File: src/verilog/ppu_pkg.sv
/* PPU shared definitions
   Layer configuration, pixel and bus types, pixel mode helpers */

package ppu_pkg;

	// Default widths, passed down as module parameters from the top level
	localparam int W_COORD = 9;
	localparam int W_ADDR  = 16;
	localparam int W_DATA  = 32;

	typedef enum logic [2:0] {
		PAL1     = 3'd0,
		PAL2     = 3'd1,
		PAL4     = 3'd2,
		PAL8     = 3'd3,
		ARGB1555 = 3'd4
	} pixel_mode_e;

	// Background layer configuration, static during a scanline
	typedef struct packed {
		logic [W_COORD-1:0] scroll_x;
		logic [W_COORD-1:0] scroll_y;
		// Playfield is 2**(log+1) pixels on each axis
		logic [3:0]         log_w;
		logic [3:0]         log_h;
		logic [W_ADDR-1:0]  tileset_base;
		logic [W_ADDR-1:0]  tilemap_base;
		// Set for 16x16 tiles
		logic               tile_size;
		pixel_mode_e        pixel_mode;
		logic               transparency;
		logic [3:0]         palette_offset;
	} bg_cfg_t;

	typedef struct packed {
		logic        alpha;
		logic [14:0] pixdata;
	} pix_out_t;

	// Byte address of a video memory read
	typedef struct packed {
		logic [W_ADDR-1:0] addr;
	} vram_req_t;

	// log2 of bits per pixel
	function automatic logic [2:0] mode_log_bpp(pixel_mode_e mode);
		case (mode)
			PAL1:     return 3'd0;
			PAL2:     return 3'd1;
			PAL4:     return 3'd2;
			PAL8:     return 3'd3;
			ARGB1555: return 3'd4;
			default:  return 3'd0;
		endcase
	endfunction

	function automatic logic mode_is_paletted(pixel_mode_e mode);
		return mode inside {PAL1, PAL2, PAL4, PAL8};
	endfunction

endpackage

File: src/verilog/ppu_bg_layer.sv
/* Tiled background layer
   Fetches tiles and pixel words from video memory, streams one pixel per handshake */

`timescale 1ns/1ps

module ppu_bg_layer #(
	parameter int W_COORD = ppu_pkg::W_COORD,
	parameter int W_ADDR  = ppu_pkg::W_ADDR,
	parameter int W_DATA  = ppu_pkg::W_DATA
) (
	input  logic               clk,
	input  logic               rst_n,
	input  logic               en,
	input  logic               flush,
	input  logic [W_COORD-1:0] beam_x,
	input  logic [W_COORD-1:0] beam_y,
	input  ppu_pkg::bg_cfg_t   cfg,
	output logic               req_valid,
	output ppu_pkg::vram_req_t req,
	input  logic               req_ready,
	input  logic               rsp_valid,
	input  logic [W_DATA-1:0]  rsp_data,
	output logic               out_valid,
	output ppu_pkg::pix_out_t  out_pix,
	input  logic               out_ready
);

	import ppu_pkg::*;

	logic [W_COORD-1:0] u, v;
	logic [W_COORD:0]   w_span, h_span;
	logic [W_COORD-1:0] w_mask, h_mask, u_flush, v_flush;
	logic [2:0]         log_bpp, tile_log;
	logic [3:0]         tile_last, pixctr, log_tiles_w;
	logic               tile_empty, word_live, pix_wait, dirty;
	logic [7:0]         tile;
	logic               gb_empty, gb_load, pix_avail, out_fire, tile_edge;
	logic [15:0]        gb_pix;
	logic               fire, need_pix, rsp_ok;
	logic               rsp_tile;
	logic [1:0]         rsp_byte;
	logic [4:0]         rsp_skip, pix_skip;
	logic [W_DATA-1:0]  tile_word;
	logic [W_ADDR-1:0]  map_idx, tile_addr, pix_addr;
	logic [15:0]        set_idx;
	logic [19:0]        bit_idx;
	logic [7:0]         pal_mask, pal_idx, pal_val;
	logic               paletted, pix_alpha;

	// ------------------------------
	// Coordinates

	// Playfield masks, 2**(log+1) pixels wide and high
	assign w_span = ~({{W_COORD{1'b1}}, 1'b0} << cfg.log_w);
	assign h_span = ~({{W_COORD{1'b1}}, 1'b0} << cfg.log_h);
	assign w_mask = w_span[W_COORD-1:0];
	assign h_mask = h_span[W_COORD-1:0];
	assign u_flush = (beam_x + cfg.scroll_x) & w_mask;
	assign v_flush = (beam_y + cfg.scroll_y) & h_mask;

	assign log_bpp = mode_log_bpp(cfg.pixel_mode);
	assign tile_log = cfg.tile_size ? 3'd4 : 3'd3;
	assign tile_last = {cfg.tile_size, 3'b111};

	// A pixel is ready once the current tile's word is past its skip
	assign pix_avail = word_live && !gb_empty && !tile_empty;
	// Disabled layer keeps the stream moving with transparent fill
	assign out_valid = !en || (pix_avail && !flush);
	assign out_fire = en && out_valid && out_ready;
	assign tile_edge = out_fire && (pixctr == tile_last);

	always_ff @(posedge clk or negedge rst_n) begin
		if (!rst_n) begin
			u <= '0;
			v <= '0;
		end else if (flush) begin
			u <= u_flush;
			v <= v_flush;
		end else if (out_fire) begin
			u <= (u + 1'b1) & w_mask;
		end
	end

	// ------------------------------
	// Tile bookkeeping

	always_ff @(posedge clk or negedge rst_n) begin
		if (!rst_n) begin
			tile_empty <= 1'b1;
			pixctr <= 4'd0;
		end else if (flush) begin
			tile_empty <= 1'b1;
			pixctr <= u_flush[3:0] & tile_last;
		end else if (tile_empty) begin
			if (rsp_ok && rsp_tile)
				tile_empty <= 1'b0;
		end else if (tile_edge) begin
			// Playfield wrap always lands on a tile edge too
			tile_empty <= 1'b1;
			pixctr <= 4'd0;
		end else if (out_fire) begin
			pixctr <= pixctr + 4'd1;
		end
	end

	// Tile number byte picked from the little-endian word
	assign tile_word = rsp_data >> {rsp_byte, 3'b000};

	always_ff @(posedge clk) begin
		if (rsp_ok && rsp_tile)
			tile <= tile_word[7:0];
	end

	// ------------------------------
	// Address generation

	// One tilemap byte per tile, rows of 2**log_tiles_w tiles
	assign log_tiles_w = cfg.log_w + 4'd1 - {1'b0, tile_log};
	assign map_idx = W_ADDR'(u >> tile_log) | (W_ADDR'(v >> tile_log) << log_tiles_w);
	assign tile_addr = cfg.tilemap_base + map_idx;

	// Pixel index inside the tileset, then scaled to a bit index
	assign set_idx = cfg.tile_size ? {tile, v[3:0], u[3:0]} : {2'b00, tile, v[2:0], u[2:0]};
	assign bit_idx = {4'd0, set_idx} << log_bpp;
	assign pix_addr = (cfg.tileset_base + W_ADDR'(bit_idx[19:3])) & ~W_ADDR'(3);
	// Leading pixels in the word ahead of the one we want
	assign pix_skip = 5'(bit_idx[4:0] >> log_bpp);

	// ------------------------------
	// Bus control

	// New word needed after a tile edge, or when the gearbox ran dry
	assign need_pix = !tile_empty && !pix_wait && (!word_live || gb_empty);
	// Tile fetch first, nothing while a response is due this cycle
	assign req_valid = en && !rsp_valid && (tile_empty || need_pix);
	assign req.addr = tile_empty ? tile_addr : pix_addr;
	assign fire = req_valid && req_ready;

	// Flush drops whatever lands in its own cycle or the next
	assign rsp_ok = rsp_valid && !dirty && !flush;
	assign gb_load = rsp_ok && !rsp_tile;

	always_ff @(posedge clk or negedge rst_n) begin
		if (!rst_n) begin
			dirty <= 1'b0;
			pix_wait <= 1'b0;
			word_live <= 1'b0;
		end else begin
			// Read accepted alongside a flush is stale
			dirty <= flush && fire;
			if (flush)
				pix_wait <= 1'b0;
			else if (fire && !tile_empty)
				pix_wait <= 1'b1;
			else if (word_live && !gb_empty)
				pix_wait <= 1'b0;
			if (flush || tile_edge)
				word_live <= 1'b0;
			else if (gb_load)
				word_live <= 1'b1;
		end
	end

	// Data phase info for the read in flight
	always_ff @(posedge clk) begin
		if (fire) begin
			rsp_tile <= tile_empty;
			rsp_byte <= req.addr[1:0];
			rsp_skip <= pix_skip;
		end
	end

	ppu_pixel_gearbox #(
		.W_DATA (W_DATA)
	) gearbox_u (
		.clk     (clk),
		.rst_n   (rst_n),
		.load    (gb_load),
		.din     (rsp_data),
		.log_bpp (log_bpp),
		.skip    (rsp_skip),
		.shift   (out_fire),
		.empty   (gb_empty),
		.pix     (gb_pix)
	);

	// ------------------------------
	// Pixel formatting

	always_comb begin
		case (log_bpp)
			3'd0:    pal_mask = 8'h01;
			3'd1:    pal_mask = 8'h03;
			3'd2:    pal_mask = 8'h0f;
			default: pal_mask = 8'hff;
		endcase
	end

	assign paletted = mode_is_paletted(cfg.pixel_mode);
	assign pal_idx = gb_pix[7:0] & pal_mask;
	// Offset selects a 16-entry bank for the narrow modes
	assign pal_val = pal_idx | (log_bpp < 3'd3 ? {cfg.palette_offset, 4'h0} : 8'h00);
	assign pix_alpha = paletted ? |pal_idx : gb_pix[15];

	always_comb begin
		out_pix.alpha = en && (!cfg.transparency || pix_alpha);
		if (!en)
			out_pix.pixdata = 15'd0;
		else if (paletted)
			out_pix.pixdata = {7'd0, pal_val};
		else
			out_pix.pixdata = gb_pix[14:0];
	end

endmodule

File: src/verilog/ppu_pixel_gearbox.sv
/* Pixel gearbox
   Unpacks one bus word into pixels of 1 to 16 bits, with a leading skip */

`timescale 1ns/1ps

module ppu_pixel_gearbox #(
	parameter int W_DATA = ppu_pkg::W_DATA
) (
	input  logic              clk,
	input  logic              rst_n,
	input  logic              load,
	input  logic [W_DATA-1:0] din,
	input  logic [2:0]        log_bpp,
	input  logic [4:0]        skip,
	input  logic              shift,
	output logic              empty,
	output logic [15:0]       pix
);

	// Enough bits to hold the full word size itself
	localparam int W_CNT = $clog2(W_DATA) + 1;

	logic [W_DATA-1:0] sreg;
	logic [W_CNT-1:0]  bits_left;
	logic [4:0]        skip_left;
	logic [W_CNT-1:0]  pix_bits;
	logic              advance;

	assign pix_bits = W_CNT'(1) << log_bpp;

	// Skipped pixels drain on their own, real pixels wait for shift
	assign advance = (skip_left != 5'd0) || (shift && bits_left != '0);

	// ------------------------------
	// Fill and skip counters

	always_ff @(posedge clk or negedge rst_n) begin
		if (!rst_n) begin
			bits_left <= '0;
			skip_left <= 5'd0;
		end else if (load) begin
			bits_left <= W_CNT'(W_DATA);
			skip_left <= skip;
		end else if (advance) begin
			bits_left <= bits_left - pix_bits;
			if (skip_left != 5'd0)
				skip_left <= skip_left - 5'd1;
		end
	end

	// Data word, lowest bits are the next pixel
	always_ff @(posedge clk) begin
		if (load)
			sreg <= din;
		else if (advance)
			sreg <= sreg >> pix_bits;
	end

	// No pixel to show while skipping or once the word is used up
	assign empty = (bits_left == '0) || (skip_left != 5'd0);
	assign pix = sreg[15:0];

endmodule

File: config.mk
export PLATFORM = sky130hd
export DESIGN_NAME = ppu_bg_layer
export DESIGN_NICKNAME = d
export VERILOG_FILES = /design/src/verilog/ppu_pkg.sv /design/src/verilog/ppu_bg_layer.sv /design/src/verilog/ppu_pixel_gearbox.sv
export SDC_FILE = /design/constraint.sdc
export NUM_CORES = 1
export LEC_CHECK = 0
export BUFFER_PORTS_ARGS = -buffer_cell sky130_fd_sc_hd__buf_2
export CORE_ASPECT_RATIO = 0.9
export CORE_MARGIN = 4
export CORE_UTILIZATION = 25
export DETAILED_ROUTE_END_ITERATION = 8
export PLACE_DENSITY_LB_ADDON = 0.12
export SLEW_MARGIN = 20
export SYNTH_ARGS = -nofsm -noshare
export SYNTH_HDL_FRONTEND = slang
export SYNTH_SLANG_ARGS = --single-unit
File: constraint.sdc
create_clock -name clk -period 5.05 [get_ports clk]
set_clock_uncertainty 0.1 [all_clocks]
set_input_delay 0.505 -clock clk [delete_from_list [all_inputs] [get_ports clk]]
set_output_delay 0.505 -clock clk [all_outputs]
set_load 0.1 [all_outputs]
**Yosys cells after proc, flatten, opt, wreduce, memory -nomap -nowiden**

Index checks and enable logic that the tools add are counted.

- Bits in registers: 85
- Bits in latches: 0
- Memory bits (writable): 0
- Bits in read-only memories: 0
- Input port bits: 124
- Output and inout bits: 34
- Logic and storage cells: 134
- Memories kept: 0

- Add/sub/neg operators: 10
- Multiply operators: 0
- Divide/modulo/power cells: 0
- Magnitude comparators: 1
- Equality and inequality tests: 8
- Shifts and indexed selects: 10
- Mux-type cells: 31
- Bitwise gates (word level): 9
- Reduce and logical (&&, ||, !) cells: 51

Operators with widths:

| cell | number |
|---|---|
| 32-bit two-way mux | 2 |
| 16-bit adder | 2 |
| 16-bit two-way mux | 2 |
| 32-bit by 5-bit >> shifter with 8-bit output | 1 |
| 32-bit by 6-bit >> shifter with 32-bit output | 1 |
| 9-bit by 3-bit >> shifter with 16-bit output | 2 |
| 15-bit two-way mux | 2 |
| 9-bit bitwise AND | 3 |
| 8-bit case mux with 3 select lines | 1 |
| 10-bit by 4-bit left shift with 9-bit output, first input constant | 2 |
| 1-bit logical AND | 19 |
| 16-bit by 3-bit left shift with 19-bit output | 1 |
| 9-bit adder | 2 |
| 9-bit two-way mux | 2 |
| 9-bit inverter | 2 |
| 4-bit two-way mux | 4 |
| 16-bit bitwise OR | 1 |
| 16-bit by 4-bit left shift with 16-bit output | 1 |
| 5-bit two-way mux | 3 |
| 6-bit two-way mux | 2 |
| 3-bit case mux with 4 select lines | 1 |
| 1-bit zero test | 10 |
| 1-bit two-way mux | 10 |
| 9-bit by 1-bit adder with 9-bit output, second input constant | 1 |
| other kinds (27) | 43 |

**Logic depth before layout (Yosys ltp)**

Gate-level depths: netlist (run 1).

- Depth in word-level cells: 13
- Gate-level depth with buffers: 23
- Gate-level depth less buffers: 20

**By module**

From an unflattened synthesis (run 1), not the netlist that was laid out.

- Cell total of the unflattened synthesis: 1114
- Area total of the unflattened synthesis: 9380.2 um2

By module, submodules not included:

| module | times used | cells an instance | area each (um2) | seq. area each (um2) |
|---|---|---|---|---|
| ppu_bg_layer | 1 | 724 | 5833.1 | 1132.3 |
| ppu_pixel_gearbox | 1 | 390 | 3547.2 | 1236.2 |

**Worst setup path before layout (run 1)**

Ideal clock, no wire load.

- Kind: input port to output port
- Start point: in cfg[8] (netlist bit)
- End point: out req[10] (netlist bit)
- Data arrival time: 6525 ps
- Data required time: 4445 ps
- Path slack: -2080 ps
- Stages on the path: 21
- Path buffers: 2
- Cell sequence: buf_2 > clkinv_1 > clkbuf_1 > ha_1 > inv_1 > ha_1 > inv_1 > fa_1 > xnor2_1 > xor2_1 > nand2_1 > o21ai_0 > inv_1 > fa_1 > nor2b_1 > o21a_1 > o21ai_0 > a21oi_1 > a31oi_1 > xor2_1 > o21ai_0

RTL lines:

| element | RTL line | source |
|---|---|---|
| start: declaration | ppu_bg_layer.sv:17 | `input ppu_pkg::bg_cfg_t cfg,` |
| end: declaration | ppu_bg_layer.sv:19 | `output ppu_pkg::vram_req_t req,` |

==> key figures, run 1 <==
Run status
  • Status: finished, final reports clean

Critical path
  • Worst reg2reg startpoint: gearbox_u.skip_left[0]
  • CP required: 4450 ps
  • Critical path type: in2out
  • Kind of end point of the critical path: output pin
  • Worst setup SP type: primary input
  • Critical path data arrival time: roughly 4200 ps
  • CP startpoint: cfg[46]
  • Crit path max fanout: 6

Synthesis
  • Synth warn: 0
  • Synthesized netlist net count: around 1300
  • Distinct cells, synth: just under 80
  • Post-Syn Area per Cell: 8.219 µm²
  • EDFF count, synth: between 40 and 50
  • Async set-reset flop share out of synthesis: a little over two fifths
  • Most used DFF post-synth: edfxtp_1
  • Synth area leaders: edfxtp_1 16%, dfrtp_1 9.8%, ha_1 8.3%, mux2i_1 6.0%, o21ai_0 5.7%
  • Netlist Area Pre-Place: between 9000 and 10000 µm²
  • Yosys top cell area share: 15.69%
  • Syn Inst Count: about 1100
  • Most common cell in the netlist: nand2_1
  • Post-synth top cells: 135 x nand2_1, 105 x o21ai_0, 86 x nor2_1, 85 x a21oi_1, 61 x ha_1
  • Yosys top cell by area: edfxtp_1
  • Sequential-to-total area share from yosys stat: between 20% and 30%
  • Register bit count reported by yosys: 85

Layout
  • P&R area growth vs syn: 23.03%
  • Finished Layout Cells: about 1700
  • Layout cells sized above 1: 22.86%
  • Util after Layout: 31.18%
  • N_diodes: 0
  • Nets: about 1400

CTS
  • Clk sink count: between 80 and 90
  • H-tree depth: 3
  • Clock Tree Root: clkbuf_16
  • Clock Latency Late Sink: roughly 360 ps
  • CTS tree: done
  • CTS max path bufs: 2
  • Clock-pin slew on the worst setup and hold paths: ~80 ps
  • CTS buffer count: 9
  • Postcts setup bufs: 0

Placement
  • Placed insts: approximately 1700
  • Placer Congestion: ~0.85
  • Dpl hpwl: 27280 µm
  • Buffers on Ports: about 160

Pwr
  • Part of the power in the clock network: roughly 15%
  • Sequential share of power: between 20 and 30%
  • Comb pwr share: slightly below 60%
  • VDD IR-drop max: about 0.17 mV
  • Power Density: around 420 nW/µm²
  • Sw Share: ~49%
  • Design Power: approximately 4.7 mW
  • Int Pwr: 2.411 mW
  • Switch Pwr: between 2 and 2.5 mW
  • Leak: 4.787 nW

Global route
  • Initial antenna violation count: 1
  • First-pass GRT wire length: around 53000 µm
  • GRT Util Overall: about 17%
  • Number of global-route vias before repair: just under 9000
  • Largest net degree at the start of global routing: 40
  • Grt total ovfl: 0

Routing
  • Via density per instance: around 5.2
  • DRT Wirelength: roughly 34000 µm
  • Antenna Violating Nets Remaining: 0
  • DR pass1 iterations: 7
  • Avg WL per Cell: about 20 µm
  • Drt drc: 0
  • Via count: 8951
  • Iter 0 DRT Violations: about 640

Die
  • Core Region: 36250 µm²
  • Cell Rows: 66
  • Boundary pin count: between 150 and 200
  • Die Y: ~190 µm
  • Starting density of the core: 25.35%
  • Die width: about 210 µm
  • Die ar.: 39890 µm²

STA
  • Min cycle time layout: around 4800 ps
  • Final hold viol count: 0
  • RSZ-0062 raised after global routing: no
  • Final clock period utilization by the worst path: a little over nine tenths
  • TNS Setup: 0 ps
  • Worst-Margin Slew: 951.8 ps
  • Endpoints failing setup: 0
  • Fin. max-slew vios: 0
  • Relative slew slack: between 30% and 40%
  • FMAX: 0.2062 GHz

Worst hold path
  • Hold crit path type: in2async

Run
  • Number of max-cap violations: 0
==> metrics by stage <==
stage	hold WS [ps]	worst slack (ps)	area, µm²
after floorplan	109.4	-72.45	9477
after global placement	351.8	174.5	10970
after detailed placement	374.0	116.5	10970
after CTS	184.5	100.3	11270
after global routing	232.0	7.838	11300
final	160.2	200.9	11300
==> state kept, by name, summed over array words and instances (netlist names) <==
register and count:
dirty 1, gearbox_u.bits_left 6, gearbox_u.skip_left 5, gearbox_u.sreg 32, pix_wait 1, pixctr 4
rsp_byte 2, rsp_skip 5, rsp_tile 1, tile 8, tile_empty 1, u 9
v 9, word_live 1
==> placed cells by master (no fill, tap or decap), types with 25 or more instances in the layout <==
| cell type | instances |
|---|---|
| a21oi_1 | 79 |
| and3_1 | 28 |
| buf_2 | 142 |
| buf_4 | 28 |
| dfrtp_1 | 36 |
| edfxtp_1 | 48 |
| ha_1 | 58 |
| inv_1 | 36 |
| mux2i_1 | 49 |
| nand2_1 | 135 |
| nor2_1 | 84 |
| o21ai_0 | 97 |
| xnor2_1 | 25 |
==> layer usage <==
metal	GRT usage [%]	part of all wire, %	vias to the layer above
met3	2.193	4.3	18
met1	25.57	50	4297
met2	25.92	45	239
li1	-	-	4397
met5	0	0	-
met4	2.986	1.1	0
==> worst max-delay path, stage by stage <==
cell and delay, ps:
buf_2 130, inv_2 120, ha_4 220, inv_2 60
ha_4 110, inv_2 30, fa_2 420, xnor2_4 230
xor2_2 200, buf_4 160, nand2b_1 90, nand2b_1 150
o21ai_0 130, ha_1 350, and3_1 250, nand3_1 80
o211ai_1 130, a221oi_1 310, xnor2_1 170, mux2i_4 190
buf_12 200
==> what timing repair did <==
action / 4_1_cts / 5_1_grt
gates resized for setup: 0 / 7
hold buffers: 0 / 0
endpoints found under the setup margin: 0 / 6
==> cells by family after synthesis <==
logic type      after synthesis  synth area share (%)
mux                          82                 11.38
xor+xnor                     51                 4.943
buf+inv                     112                 4.834
compound gates              366                 25.53
fa+ha+maj                    66                 9.395
flops                        85                 25.78
simple gates                356                 18.14
==> power by group through the flow <==
stage	clock [mW]	combinational, mW	sequential (mW)
after global routing	0.738	2.98	1.35
after CTS	0.708	2.75	1.31
after floorplan	0	2.03	1.16
after global placement	0	2.74	1.33
final	0.692	2.74	1.31
after detailed placement	0	2.74	1.32
==> final timing paths <==
check / slack, ps / end / cells after the start
setup / recovery: 200 / req[15] / 21
hold / removal: 160 / u[6] / 1
setup reg to reg: 1500 / gearbox_u.sreg[7] / 8
hold reg to reg: 380 / gearbox_u.skip_left[2] / 2
max in group asynchronous: 4100 / gearbox_u.bits_left[3] / 1
min in group clk: 300 / dirty / 2
==> cell type report <==
| cell class | count | area [µm²] |
|---|---|---|
| multi-input cells | 921 | 6643 |
| fillers | 3876 | 24950 |
| clock inverters | 7 | 73.82 |
| clock buffers | 9 | 225.2 |
| well taps | 476 | 595.6 |
| flip-flops and latches | 85 | 2369 |
| repair buffers | 185 | 1221 |
| inverters | 44 | 177.7 |
Power figures use the tool's default switching activity.
==> run 2: changes to the inputs <==
Clock period 5.05 ns to 4.6 ns, I/O delays scaled along.
==> run 2 against run 1 <==
Net effect:
- utilization is 1.4 points higher
- sequential cell count stayed put
- first-iteration DRC count is 0.16% higher
- critical path depth stayed put
- via count is 2.2% higher
- sequential share of layout area is 0.92 points lower
- highest routed layer unchanged
==> key figures, run 2 (synthesized netlist as in run 1, its figures left out) <==
STA
  • Hold Worst Slack: ~110 ps
  • Worst-Margin Slew: between 800 and 900 ps
  • Endpoints failing setup: 0
  • Final hold viol count: 0
  • Min cycle time layout: 4508 ps
  • Final clock period utilization by the worst path: 98.01%
  • RSZ-0062 raised after global routing: yes
  • Relative slew slack: a little over two fifths
  • FMAX: about 0.22 GHz
  • Fin. max-slew vios: 0

Critical path
  • Critical path type: in2out
  • R2R setup slack: around 1300 ps
  • Kind of end point of the critical path: output pin
  • CP peak stage delay: 390 ps
  • Worst reg2reg startpoint: gearbox_u.skip_left[0]
  • CP required: between 4000 and 5000 ps
  • CP Cell Sequence: buf_12 -> clkinv_8 -> ha_4 -> inv_2 -> ha_4 -> inv_2 -> fa_2 -> xnor2_4 -> xor2_2 -> nand2_1 -> o21ai_1 -> ha_1 -> buf_4 -> o21ai_2 -> o21ai_1 -> nand3_1 -> o211ai_1 -> a221oi_2 -> xnor2_2 -> mux2i_4 -> buf_12
  • Worst reg-to-reg path cell count: 8
  • Worst reg2reg endpoint: gearbox_u.sreg[14]
  • Crit path max fanout: 3
  • CP bufs+invs: 6
  • Crit path max-delay cell type: fa_2
  • Critical path data arrival time: ~4000 ps
  • Worst setup SP type: primary input
  • Worst path top cell family by delay: adder cells

Placement
  • Placed insts: 1759
  • Placer Congestion: between 0.8 and 0.9
  • Buffers on Ports: around 160
  • Dpl hpwl: between 20000 and 30000 µm

CTS
  • Clk sink count: 85
  • CTS buffer count: 9
  • CTS max path bufs: 2
  • Hold Buf Count CTS: 0
  • H-tree depth: 3
  • Clock Latency Late Sink: approximately 360 ps
  • Clock Tree Root: clkbuf_16
  • Clock-pin slew on the worst setup and hold paths: ~80 ps
  • CTS tree: done

Layout
  • Most common cell after layout, fill and taps aside: buf_2
  • Top reg by flops: gearbox_u.sreg
  • Finished Layout Cells: 1779
  • Biggest regs: gearbox_u.sreg: 32 flops, u: 9 flops, v: 9 flops
  • Nets: between 1000 and 1500
  • Commonest cells after routing, fill and taps aside: 140 x buf_2, 135 x nand2_1, 90 x o21ai_0
  • Max reg flops: 32
  • N_diodes: 0
  • Layout cells sized above 1: between 20% and 30%
  • P&R area growth vs syn: 28.70%
  • Util after Layout: between 30% and 40%

Die
  • Core Region: 36250 µm²
  • Die width: ~210 µm
  • Cell Rows: 66
  • Die Y: about 190 µm
  • Starting density of the core: 25.35%
  • Boundary pin count: approximately 160
  • Die ar.: around 40000 µm²

Global route
  • GRT Util Overall: roughly 17%
  • Largest net degree at the start of global routing: between 50 and 60
  • First-pass GRT wire length: 53120 µm
  • Number of global-route vias before repair: 8892
  • Initial antenna violation count: 0
  • Grt total ovfl: 0

Pwr
  • Leak: slightly above 5 nW
  • VDD IR-drop max: 0.2199 mV
  • Design Power: ~5.4 mW
  • Power Density: about 450 nW/µm²

Routing
  • DR pass1 iterations: 5
  • Via density per instance: just over 5
  • DRT Wirelength: between 30000 and 40000 µm
  • Antenna Violating Nets Remaining: 0
  • Avg WL per Cell: just under 20 µm
  • Iter 0 DRT Violations: 636
  • Drt drc: 0
  • Via count: about 9000

Run status
  • Status: finished, final reports clean

Run
  • Number of max-cap violations: 0

Worst hold path
  • Hold crit path type: in2async
[run 2: layout make-up]
| cell class | instances | area [µm²] |
|---|---|---|
| clock buffers | 9 | 225.2 |
| fillers | 3828 | 24430 |
| inverters | 44 | 180.2 |
| repair buffers | 237 | 1642 |
| clock inverters | 7 | 73.82 |
| multi-input cells | 921 | 6741 |
| well taps | 476 | 595.6 |
| flip-flops and latches | 85 | 2369 |
[run 2: repair_timing]
item | CTS | global route
gates resized for setup | 5 | 24
setup buffers | 0 | 4
cloned | 0 | 0
pin swaps | 4 | 19
endpoints found under the setup margin | 6 | 10
[run 2: report_power, final]
group / leakage (nW) / internal (mW) / switching (mW)
combinational: 3.97 / 1.29 / 1.88
clock: 0.149 / 0.387 / 0.372
sequential: 0.956 / 1.09 / 0.354
total: 5.07 / 2.77 / 2.61
[run 2: through the flow]
| stage | TNS [ps] | cell area, µm² | worst slack [ps] |
|---|---|---|---|
| global route | -935.1 | 11830 | -164.9 |
| CTS | 0 | 11670 | 39.35 |
| floorplan | -1310 | 9518 | -436.2 |
| detailed placement | -480.5 | 11370 | -173.9 |
| finish | 0 | 11830 | 91.56 |
| global placement | -360.3 | 11370 | -140.4 |
[run 2: worst register-to-register path, delay by kind of cell, from the launching register on]
family	cells	cell delay, ps
fa+ha+maj	1	200
buf+inv	3	600
compound gates	1	290
simple gates	3	1360
flops	1	370
[run 2: metal layers]
layer  track usage (%)  share of wire (%)
met2             24.97                 43
met5                 0                  0
met1             26.12                 51
met3             2.012                4.7
met4             3.036                1.2
[run 2: how the worst max path moves through the flow]
| stage | start | slack [ps] | depth (start not counted) | endpoint |
|---|---|---|---|---|
| global placement | cfg[46] | -140 | 21 | req[12] |
| finish | cfg[8] | 90 | 21 | req[15] |
| CTS | cfg[46] | 40 | 21 | req[12] |
| global route | cfg[8] | -160 | 22 | req[14] |
| floorplan | cfg[8] | -440 | 22 | req[14] |
| detailed placement | cfg[46] | -170 | 21 | req[12] |
